[src/verilog/bank_xbar_pkg.sv]
// Banked scratchpad shared types
`default_nettype none

package bank_xbar_pkg;

  // word and address geometry
  localparam int word_width_c = 32;
  localparam int mask_width_c = word_width_c / 8;
  localparam int addr_width_c = 16;

  // one data word
  typedef logic [word_width_c-1:0] word_t;

  // byte write enables, 1 means the byte is written
  typedef logic [mask_width_c-1:0] mask_t;

  // word address, bank number sits just above the in-bank index
  typedef logic [addr_width_c-1:0] addr_t;

  // one port request as it travels from a port to a bank
  typedef struct packed {
    logic  we;
    addr_t addr;
    word_t wdata;
    mask_t mask;
  } port_req_t;

  // per-bank arbitration policy
  typedef enum logic [1:0] {
    ARB_FIXED_LO    = 2'd0,
    ARB_FIXED_HI    = 2'd1,
    ARB_ROUND_ROBIN = 2'd2
  } arb_policy_e;

endpackage : bank_xbar_pkg

`default_nettype wire
[src/verilog/banked_mem_xbar.sv]
// Multi-port banked scratchpad
`timescale 1ns/1ps
`default_nettype none

module banked_mem_xbar
  import bank_xbar_pkg::*;
#(
  parameter int          num_ports_p  = 4,
  parameter int          num_banks_p  = 4,
  parameter int          bank_words_p = 16,
  parameter arb_policy_e arb_policy_p = ARB_ROUND_ROBIN
)
(
  input  logic                        clk_i,
  input  logic                        reset_i,
  input  logic      [num_ports_p-1:0] req_v_i,
  input  port_req_t [num_ports_p-1:0] req_i,
  output logic      [num_ports_p-1:0] req_yumi_o,
  output logic      [num_ports_p-1:0] rsp_v_o,
  output word_t     [num_ports_p-1:0] rsp_data_o
);

  addr_t [num_ports_p-1:0] req_addr;

  logic [num_banks_p-1:0][num_ports_p-1:0] bank_grant;
  logic [num_banks_p-1:0][num_ports_p-1:0] bank_grant_r;
  logic [num_ports_p-1:0][num_banks_p-1:0] port_grant;
  logic [num_banks_p-1:0]                  bank_v;
  logic [num_banks_p-1:0]                  bank_rd_r;

  port_req_t [num_banks_p-1:0] bank_req;
  word_t     [num_banks_p-1:0] bank_rdata;

  for (genvar p = 0; p < num_ports_p; p++)
  begin : g_addr
    assign req_addr[p] = req_i[p].addr;
  end

  xbar_control #(
    .num_ports_p  (num_ports_p),
    .num_banks_p  (num_banks_p),
    .bank_words_p (bank_words_p),
    .arb_policy_p (arb_policy_p)
  ) i_xbar_control (
    .clk_i        (clk_i),
    .reset_i      (reset_i),
    .req_v_i      (req_v_i),
    .req_addr_i   (req_addr),
    .yumi_o       (req_yumi_o),
    .bank_v_o     (bank_v),
    .bank_grant_o (bank_grant)
  );

  // winning request of each bank
  onehot_xbar #(
    .num_in_p  (num_ports_p),
    .num_out_p (num_banks_p),
    .payload_t (port_req_t)
  ) req_xbar (
    .in_i  (req_i),
    .sel_i (bank_grant),
    .out_o (bank_req)
  );

  for (genvar b = 0; b < num_banks_p; b++)
  begin : g_bank
    mem_bank #(
      .bank_words_p (bank_words_p)
    ) i_mem_bank (
      .clk_i   (clk_i),
      .reset_i (reset_i),
      .v_i     (bank_v[b]),
      .req_i   (bank_req[b]),
      .rdata_o (bank_rdata[b])
    );
  end

  // remember who read from which bank for the return cycle
  always_ff @(posedge clk_i)
  begin
    if (reset_i)
    begin
      bank_grant_r <= '0;
      bank_rd_r    <= '0;
    end
    else
    begin
      bank_grant_r <= bank_grant;
      for (int b = 0; b < num_banks_p; b++)
      begin
        bank_rd_r[b] <= bank_v[b] & ~bank_req[b].we;
      end
    end
  end

  // port-by-bank view of the registered grant
  always_comb
  begin
    for (int p = 0; p < num_ports_p; p++)
    begin
      for (int b = 0; b < num_banks_p; b++)
      begin
        port_grant[p][b] = bank_grant_r[b][p];
      end
    end
  end

  onehot_xbar #(
    .num_in_p  (num_banks_p),
    .num_out_p (num_ports_p),
    .payload_t (word_t)
  ) rsp_xbar (
    .in_i  (bank_rdata),
    .sel_i (port_grant),
    .out_o (rsp_data_o)
  );

  // read valid follows the same select as the data
  always_comb
  begin
    for (int p = 0; p < num_ports_p; p++)
    begin
      rsp_v_o[p] = |(port_grant[p] & bank_rd_r);
    end
  end

endmodule : banked_mem_xbar

`default_nettype wire

[src/verilog/mem_bank.sv]
// Single-port byte-masked memory bank
`timescale 1ns/1ps
`default_nettype none

module mem_bank
  import bank_xbar_pkg::*;
#(
  parameter int bank_words_p = 16
)
(
  input  logic      clk_i,
  input  logic      reset_i,
  input  logic      v_i,
  input  port_req_t req_i,
  output word_t     rdata_o
);

  localparam int index_width_lp = (bank_words_p > 1) ? $clog2(bank_words_p) : 1;

  word_t mem_r [bank_words_p];

  logic [index_width_lp-1:0] index;

  // low address bits pick the word inside the bank
  assign index = req_i.addr[index_width_lp-1:0];

  // accesses are ignored while in reset
  always_ff @(posedge clk_i)
  begin
    if (v_i && !reset_i)
    begin
      if (req_i.we)
      begin
        for (int j = 0; j < mask_width_c; j++)
        begin
          if (req_i.mask[j])
          begin
            mem_r[index][8*j +: 8] <= req_i.wdata[8*j +: 8];
          end
        end
      end
      else
      begin
        // read data holds until the next read
        rdata_o <= mem_r[index];
      end
    end
  end

endmodule : mem_bank

`default_nettype wire

[src/verilog/onehot_xbar.sv]
// One-hot select crossbar
`timescale 1ns/1ps
`default_nettype none

module onehot_xbar #(
  parameter int  num_in_p  = 4,
  parameter int  num_out_p = 4,
  parameter type payload_t = logic [31:0]
)
(
  input  payload_t [num_in_p-1:0]                in_i,
  input  logic     [num_out_p-1:0][num_in_p-1:0] sel_i,
  output payload_t [num_out_p-1:0]               out_o
);

  localparam int width_lp = $bits(payload_t);

  // and-or mux per output, empty row gives zero
  always_comb
  begin
    logic [width_lp-1:0] acc;

    for (int o = 0; o < num_out_p; o++)
    begin
      acc = '0;
      for (int i = 0; i < num_in_p; i++)
      begin
        acc = acc | ({width_lp{sel_i[o][i]}} & width_lp'(in_i[i]));
      end
      out_o[o] = payload_t'(acc);
    end
  end

endmodule : onehot_xbar

`default_nettype wire

[src/verilog/xbar_control.sv]
// Crossbar bank arbitration control
`timescale 1ns/1ps
`default_nettype none

module xbar_control
  import bank_xbar_pkg::*;
#(
  parameter int          num_ports_p  = 4,
  parameter int          num_banks_p  = 4,
  parameter int          bank_words_p = 16,
  parameter arb_policy_e arb_policy_p = ARB_ROUND_ROBIN
)
(
  input  logic                                    clk_i,
  input  logic                                    reset_i,
  input  logic  [num_ports_p-1:0]                 req_v_i,
  input  addr_t [num_ports_p-1:0]                 req_addr_i,
  output logic  [num_ports_p-1:0]                 yumi_o,
  output logic  [num_banks_p-1:0]                 bank_v_o,
  output logic  [num_banks_p-1:0][num_ports_p-1:0] bank_grant_o
);

  localparam int index_width_lp = (bank_words_p > 1) ? $clog2(bank_words_p) : 1;
  localparam int bank_sel_lp    = (num_banks_p > 1) ? $clog2(num_banks_p) : 1;

  logic [num_ports_p-1:0][bank_sel_lp-1:0] bank_num;
  logic [num_banks_p-1:0][num_ports_p-1:0] bank_reqs;

  // bank number comes from the bits just above the word index
  always_comb
  begin
    for (int p = 0; p < num_ports_p; p++)
    begin
      if (num_banks_p > 1)
        bank_num[p] = req_addr_i[p][index_width_lp +: bank_sel_lp];
      else
        bank_num[p] = '0;
    end
  end

  // one-hot request rows, one row per bank
  always_comb
  begin
    for (int b = 0; b < num_banks_p; b++)
    begin
      for (int p = 0; p < num_ports_p; p++)
      begin
        bank_reqs[b][p] = req_v_i[p] && (bank_num[p] == bank_sel_lp'(b));
      end
    end
  end

  for (genvar b = 0; b < num_banks_p; b++)
  begin : g_arb
    bank_arbiter #(
      .num_ports_p  (num_ports_p),
      .arb_policy_p (arb_policy_p)
    ) i_bank_arbiter (
      .clk_i    (clk_i),
      .reset_i  (reset_i),
      .reqs_i   (bank_reqs[b]),
      .grants_o (bank_grant_o[b])
    );

    assign bank_v_o[b] = |bank_grant_o[b];
  end

  // a port is accepted when any bank granted it
  always_comb
  begin
    logic hit;

    for (int p = 0; p < num_ports_p; p++)
    begin
      hit = 1'b0;
      for (int b = 0; b < num_banks_p; b++)
      begin
        hit = hit | bank_grant_o[b][p];
      end
      yumi_o[p] = req_v_i[p] & hit;
    end
  end

endmodule : xbar_control

`default_nettype wire

[src/verilog/bank_arbiter.sv]
// Per-bank request arbiter
`timescale 1ns/1ps
`default_nettype none

module bank_arbiter
  import bank_xbar_pkg::*;
#(
  parameter int          num_ports_p  = 4,
  parameter arb_policy_e arb_policy_p = ARB_ROUND_ROBIN
)
(
  input  logic                   clk_i,
  input  logic                   reset_i,
  input  logic [num_ports_p-1:0] reqs_i,
  output logic [num_ports_p-1:0] grants_o
);

  localparam int ptr_width_lp = (num_ports_p > 1) ? $clog2(num_ports_p) : 1;

  // last granted port, only meaningful for round robin
  logic [ptr_width_lp-1:0] last_r;
  logic [ptr_width_lp-1:0] last_n;

  // search order depends on the policy, first requester in order wins
  always_comb
  begin
    int   idx;
    logic found;

    grants_o = '0;
    last_n   = last_r;
    found    = 1'b0;
    idx      = 0;

    for (int k = 0; k < num_ports_p; k++)
    begin
      case (arb_policy_p)
        ARB_FIXED_LO:
        begin
          idx = k;
        end
        ARB_FIXED_HI:
        begin
          idx = num_ports_p - 1 - k;
        end
        default:
        begin
          // start just after the last winner and wrap
          idx = int'(last_r) + 1 + k;
          if (idx >= num_ports_p)
          begin
            idx = idx - num_ports_p;
          end
        end
      endcase

      if (!found && reqs_i[idx])
      begin
        found         = 1'b1;
        grants_o[idx] = 1'b1;
        last_n        = idx[ptr_width_lp-1:0];
      end
    end
  end

  // pointer starts at the top port so port 0 has first priority
  always_ff @(posedge clk_i)
  begin
    if (reset_i)
    begin
      last_r <= ptr_width_lp'(num_ports_p - 1);
    end
    else if (|grants_o)
    begin
      last_r <= last_n;
    end
  end

endmodule : bank_arbiter

`default_nettype wire

[config.mk]
export PLATFORM = sky130hd
export DESIGN_NAME = banked_mem_xbar
export DESIGN_NICKNAME = d
export VERILOG_FILES = /design/src/verilog/bank_xbar_pkg.sv /design/src/verilog/banked_mem_xbar.sv /design/src/verilog/mem_bank.sv /design/src/verilog/onehot_xbar.sv /design/src/verilog/xbar_control.sv /design/src/verilog/bank_arbiter.sv
export SDC_FILE = /design/constraint.sdc
export NUM_CORES = 2
export LEC_CHECK = 0
export BUFFER_PORTS_ARGS = -buffer_cell sky130_fd_sc_hd__buf_4
export CORE_AREA = 4 4 350 489
export DETAILED_ROUTE_END_ITERATION = 8
export DIE_AREA = 0 0 354 493
export GPL_ROUTABILITY_DRIVEN = 0
export HOLD_SLACK_MARGIN = 0.03
export PLACE_DENSITY = 0.75
export SYNTH_ARGS = -nofsm -noshare
export SYNTH_HDL_FRONTEND = slang
export SYNTH_SLANG_ARGS = --single-unit
[constraint.sdc]
create_clock -name clk_i -period 16.2 [get_ports clk_i]
set_input_delay 4.86 -clock clk_i [delete_from_list [all_inputs] [get_ports clk_i]]
set_output_delay 4.86 -clock clk_i [all_outputs]
set_load 0.03 [all_outputs]
==> impl_results.html <==
<table>
<tr><th>Metric</th><th>Value</th></tr>
<tr><th colspan="2">Finish</th></tr>
<tr><td>Layout cells sized above 1</td><td>22.7%</td></tr>
<tr><td>Final-stage net count</td><td>5,488</td></tr>
<tr><td>Layout Area Growth over Synthesis</td><td>11.7%</td></tr>
<tr><th colspan="2">Route</th></tr>
<tr><td>Via count</td><td>53,645</td></tr>
<tr><td>Wirelength, routed</td><td>270,000 um</td></tr>
<tr><td>DRC marker count from the first detailed-route iteration</td><td>9,658</td></tr>
<tr><td>ANT nets after route</td><td>0</td></tr>
<tr><td>Wire length per cell after detailed routing</td><td>35.3 um</td></tr>
<tr><td># DRC</td><td>1</td></tr>
<tr><td>Number of detailed-route iterations in the first pass</td><td>9</td></tr>
<tr><td>Via-to-Cell Ratio</td><td>7.02</td></tr>
<tr><th colspan="2">STA</th></tr>
<tr><td>Hold violation count in the final report</td><td>0</td></tr>
<tr><td>Setup TNS</td><td>0 ns</td></tr>
<tr><td>Measured slew at the worst slew-check pin</td><td>1.30 ns</td></tr>
<tr><td>Share of the clock period used by the worst path after layout</td><td>78.5%</td></tr>
<tr><td>Setup Skew</td><td>0.0442 ns</td></tr>
<tr><td>Number of failing setup endpoints in the final timing report</td><td>0</td></tr>
<tr><td>Final slew viol count</td><td>0</td></tr>
<tr><td>Achievable Freq</td><td>78.7 MHz</td></tr>
<tr><td>Unrepaired setup endpoints after global routing</td><td>no</td></tr>
<tr><td>Period minus WS final</td><td>12.71 ns</td></tr>
<tr><td>Relative slew slack</td><td>12.7%</td></tr>
<tr><th colspan="2">Yosys</th></tr>
<tr><td>Post-synth EDFFs</td><td>2,176</td></tr>
<tr><td>Post-synthesis async set-or-reset flop share</td><td>0%</td></tr>
<tr><td>Dominant cell by count in the synthesized netlist</td><td>edfxtp_1</td></tr>
<tr><td>Seq cells post-synth</td><td>2,204</td></tr>
<tr><td>Synthesis Warnings</td><td>0</td></tr>
<tr><td>Cell types with the largest area share after synthesis</td><td>edfxtp_1, mux4_2, a22oi_1</td></tr>
<tr><td>Area share of the leading cell type in the synthesized netlist</td><td>71.7%</td></tr>
<tr><td>Commonest cells in the netlist</td><td>edfxtp_1, a22oi_1, mux4_2, nand2_1, clkbuf_1</td></tr>
<tr><td>Part of the Yosys area used for sequential elements</td><td>72.3%</td></tr>
<tr><td>Synthesized Nets</td><td>5,261</td></tr>
<tr><td>Cell type contributing the most total cell area after synthesis</td><td>edfxtp_1</td></tr>
<tr><td>Cell count after synthesis</td><td>5,012</td></tr>
<tr><td>Cell variety after synth</td><td>70</td></tr>
<tr><td>Most used DFF post-synth</td><td>edfxtp_1</td></tr>
<tr><td>Avg Inst Size Synth</td><td>18.2 um^2</td></tr>
<tr><td>Netlist Area Pre-Place</td><td>91,200 um^2</td></tr>
<tr><th colspan="2">Run</th></tr>
<tr><td># Max-Cap Violations</td><td>0</td></tr>
<tr><th colspan="2">Setup path</th></tr>
<tr><td>Peak fanout along the critical path</td><td>40</td></tr>
<tr><td>Type of the worst setup path</td><td>primary input to output pin</td></tr>
<tr><td>Type of element launching the critical path</td><td>primary input</td></tr>
<tr><td>Data required time at the worst endpoint</td><td>11.34 ns</td></tr>
<tr><td>Data arrival time at the worst-slack endpoint</td><td>7.85 ns</td></tr>
<tr><td>Endpoint kind of the worst setup timing path</td><td>output pin</td></tr>
<tr><th colspan="2">CTS</th></tr>
<tr><td>Setup fix buffers added after clock tree synthesis</td><td>0</td></tr>
<tr><td>Num CTS Buffers</td><td>189</td></tr>
<tr><td>Clk sinks</td><td>2,204</td></tr>
<tr><td>Maximum buffer depth of the clock tree</td><td>3</td></tr>
<tr><td>CTS-repair resized insts</td><td>0</td></tr>
<tr><td>H-Tree Level Count</td><td>4</td></tr>
<tr><td>Clock network latency to the later pin of the worst-skew pair</td><td>0.82 ns</td></tr>
<tr><td>Clock transition at the registers of the reported paths</td><td>0.06 ns</td></tr>
<tr><td>CTS tree</td><td>built</td></tr>
<tr><td>Clk Tree Root Cell</td><td>clkbuf_16</td></tr>
<tr><td>Post-CTS Hold Fix Bufs</td><td>0</td></tr>
<tr><th colspan="2">GRT</th></tr>
<tr><td>Met3 GRT Util</td><td>12.9%</td></tr>
<tr><td>Met1 capacity usage during global routing</td><td>39.0%</td></tr>
<tr><td>Pin count of the biggest net entering global routing</td><td>133</td></tr>
<tr><td>Global routing usage on met2</td><td>45.7%</td></tr>
<tr><td>Layer carrying the most global-route usage</td><td>met2</td></tr>
<tr><td>GRT Residual Overflow</td><td>0</td></tr>
<tr><td>First-pass GRT wire length</td><td>383,000 um</td></tr>
<tr><td>Number of antenna violations at the first check in global routing</td><td>38</td></tr>
<tr><td>Vias in the first global route</td><td>52,611</td></tr>
<tr><td>All-layer global routing usage</td><td>30.8%</td></tr>
<tr><th colspan="2">Floorplanning</th></tr>
<tr><td>Placeable core region</td><td>166,000 um^2</td></tr>
<tr><td>Initial core utilization</td><td>54.8%</td></tr>
<tr><td>Standard-cell rows</td><td>177</td></tr>
<tr><td>Chip width</td><td>354 um</td></tr>
<tr><td>Die boundary height</td><td>493 um</td></tr>
<tr><td>Area enclosed by the die boundary</td><td>175,000 um^2</td></tr>
<tr><td>Top-level I/O count</td><td>354</td></tr>
<tr><th colspan="2">Run status</th></tr>
<tr><td>Violations in the final reports</td><td>design-rule violations</td></tr>
<tr><td>Status</td><td>finished, violations left</td></tr>
<tr><th colspan="2">Place</th></tr>
<tr><td>Count of input and output buffers</td><td>313</td></tr>
<tr><td>Half-perimeter wire length after detailed placement</td><td>182,000 um</td></tr>
<tr><th colspan="2">Worst hold path</th></tr>
<tr><td>Kind of path behind the tightest hold check</td><td>flop to flop</td></tr>
</table>
[cells by family after synthesis]
kind of cell	count (synthesis)	synth area share, %
adder cells (fa/ha/maj)	31	0.425
flip-flops	2204	72.3
AND/OR/NAND/NOR	857	4.15
buffers and inverters	380	1.86
XOR/XNOR	4	0.0384
AO/OA/AOI/OAI	1021	8.57
multiplexers	515	12.7
[path summary, 6_finish.rpt]
check	start	to	slack, ns	cells past startpoint
setup / recovery	req_v_i[1]	req_yumi_o[2]	3.49	9
hold / removal	flop	flop	0.61	1
setup reg to reg	flop	g_bank[2].i_mem_bank.rdata_o[23]	8.83	15
hold reg to reg	flop	flop	0.61	1
[cell usage in the layout (no fill, tap or decap), types with 18 or more instances in the layout]
| master | n |
|---|---|
| edfxtp_1 | 2176 |
| a22oi_1 | 776 |
| mux4_2 | 512 |
| nand2_1 | 440 |
| buf_4 | 386 |
| nor2_1 | 209 |
| clkbuf_16 | 195 |
| and3_1 | 74 |
| a31oi_1 | 51 |
| clkbuf_1 | 40 |
| clkinv_1 | 37 |
| a221o_1 | 34 |
| a22o_1 | 34 |
| clkinv_2 | 34 |
| ha_1 | 31 |
| dfxtp_1 | 28 |
| inv_1 | 24 |
| o21ai_0 | 24 |
| nand3_1 | 19 |
| bufinv_16 | 18 |
[layout make-up]
cell class,instances,area (um^2)
clock inverter,107,1090
fill,11307,64400
tap,2237,2800
multi-input combinational,2428,23900
sequential,2204,65900
inverter,24,90.1
clock buffer,240,5100
antenna,12,30.0
timing repair buffer,392,3020
[routing by layer]
| layer | vias to the layer above | wire length (um) |
|---|---|---|
| met5 | - | 96 |
| met4 | 14 | 17900 |
| met3 | 850 | 42400 |
| met2 | 4464 | 120000 |
| met1 | 26920 | 89400 |
| li1 | 21397 | - |
[per-stage QoR]
stage               instances  area (um^2)  hold WS (ns)  setup WS, ns  utilization [%]
finish                   7644       102000         0.613          3.49             61.3
global route             7633       102000         0.625          3.34             61.2
CTS                      7632       102000         0.609          3.68             61.2
detailed placement       7285        95700         0.585          3.68             57.5
global placement         7285        95700         0.573          3.66             57.5
floorplan                5012        91200         0.516          4.17                -
[sequential cells by signal (all words and copies together) (netlist names)]
register / cells
g_bank.i_mem_bank.mem_r: 2048
bank_rd_r: 4
bank_grant_r: 16
i_xbar_control.g_arb.i_bank_arbiter.last_r: 8
g_bank.i_mem_bank.rdata_o: 128
[worst max-delay path, stage by stage]
cell and delay (ns):
buf_4 0.20, nand3b_1 0.23, or4_1 0.59, a31oi_1 0.38, o21ai_0 0.31, nand3_2 0.16
buf_4 0.55, o41a_1 0.35, buf_4 0.21
Power is left out: the tool's default activity adds up to more than one toggle a clock period on the data nets, which glitch-free logic cannot reach.
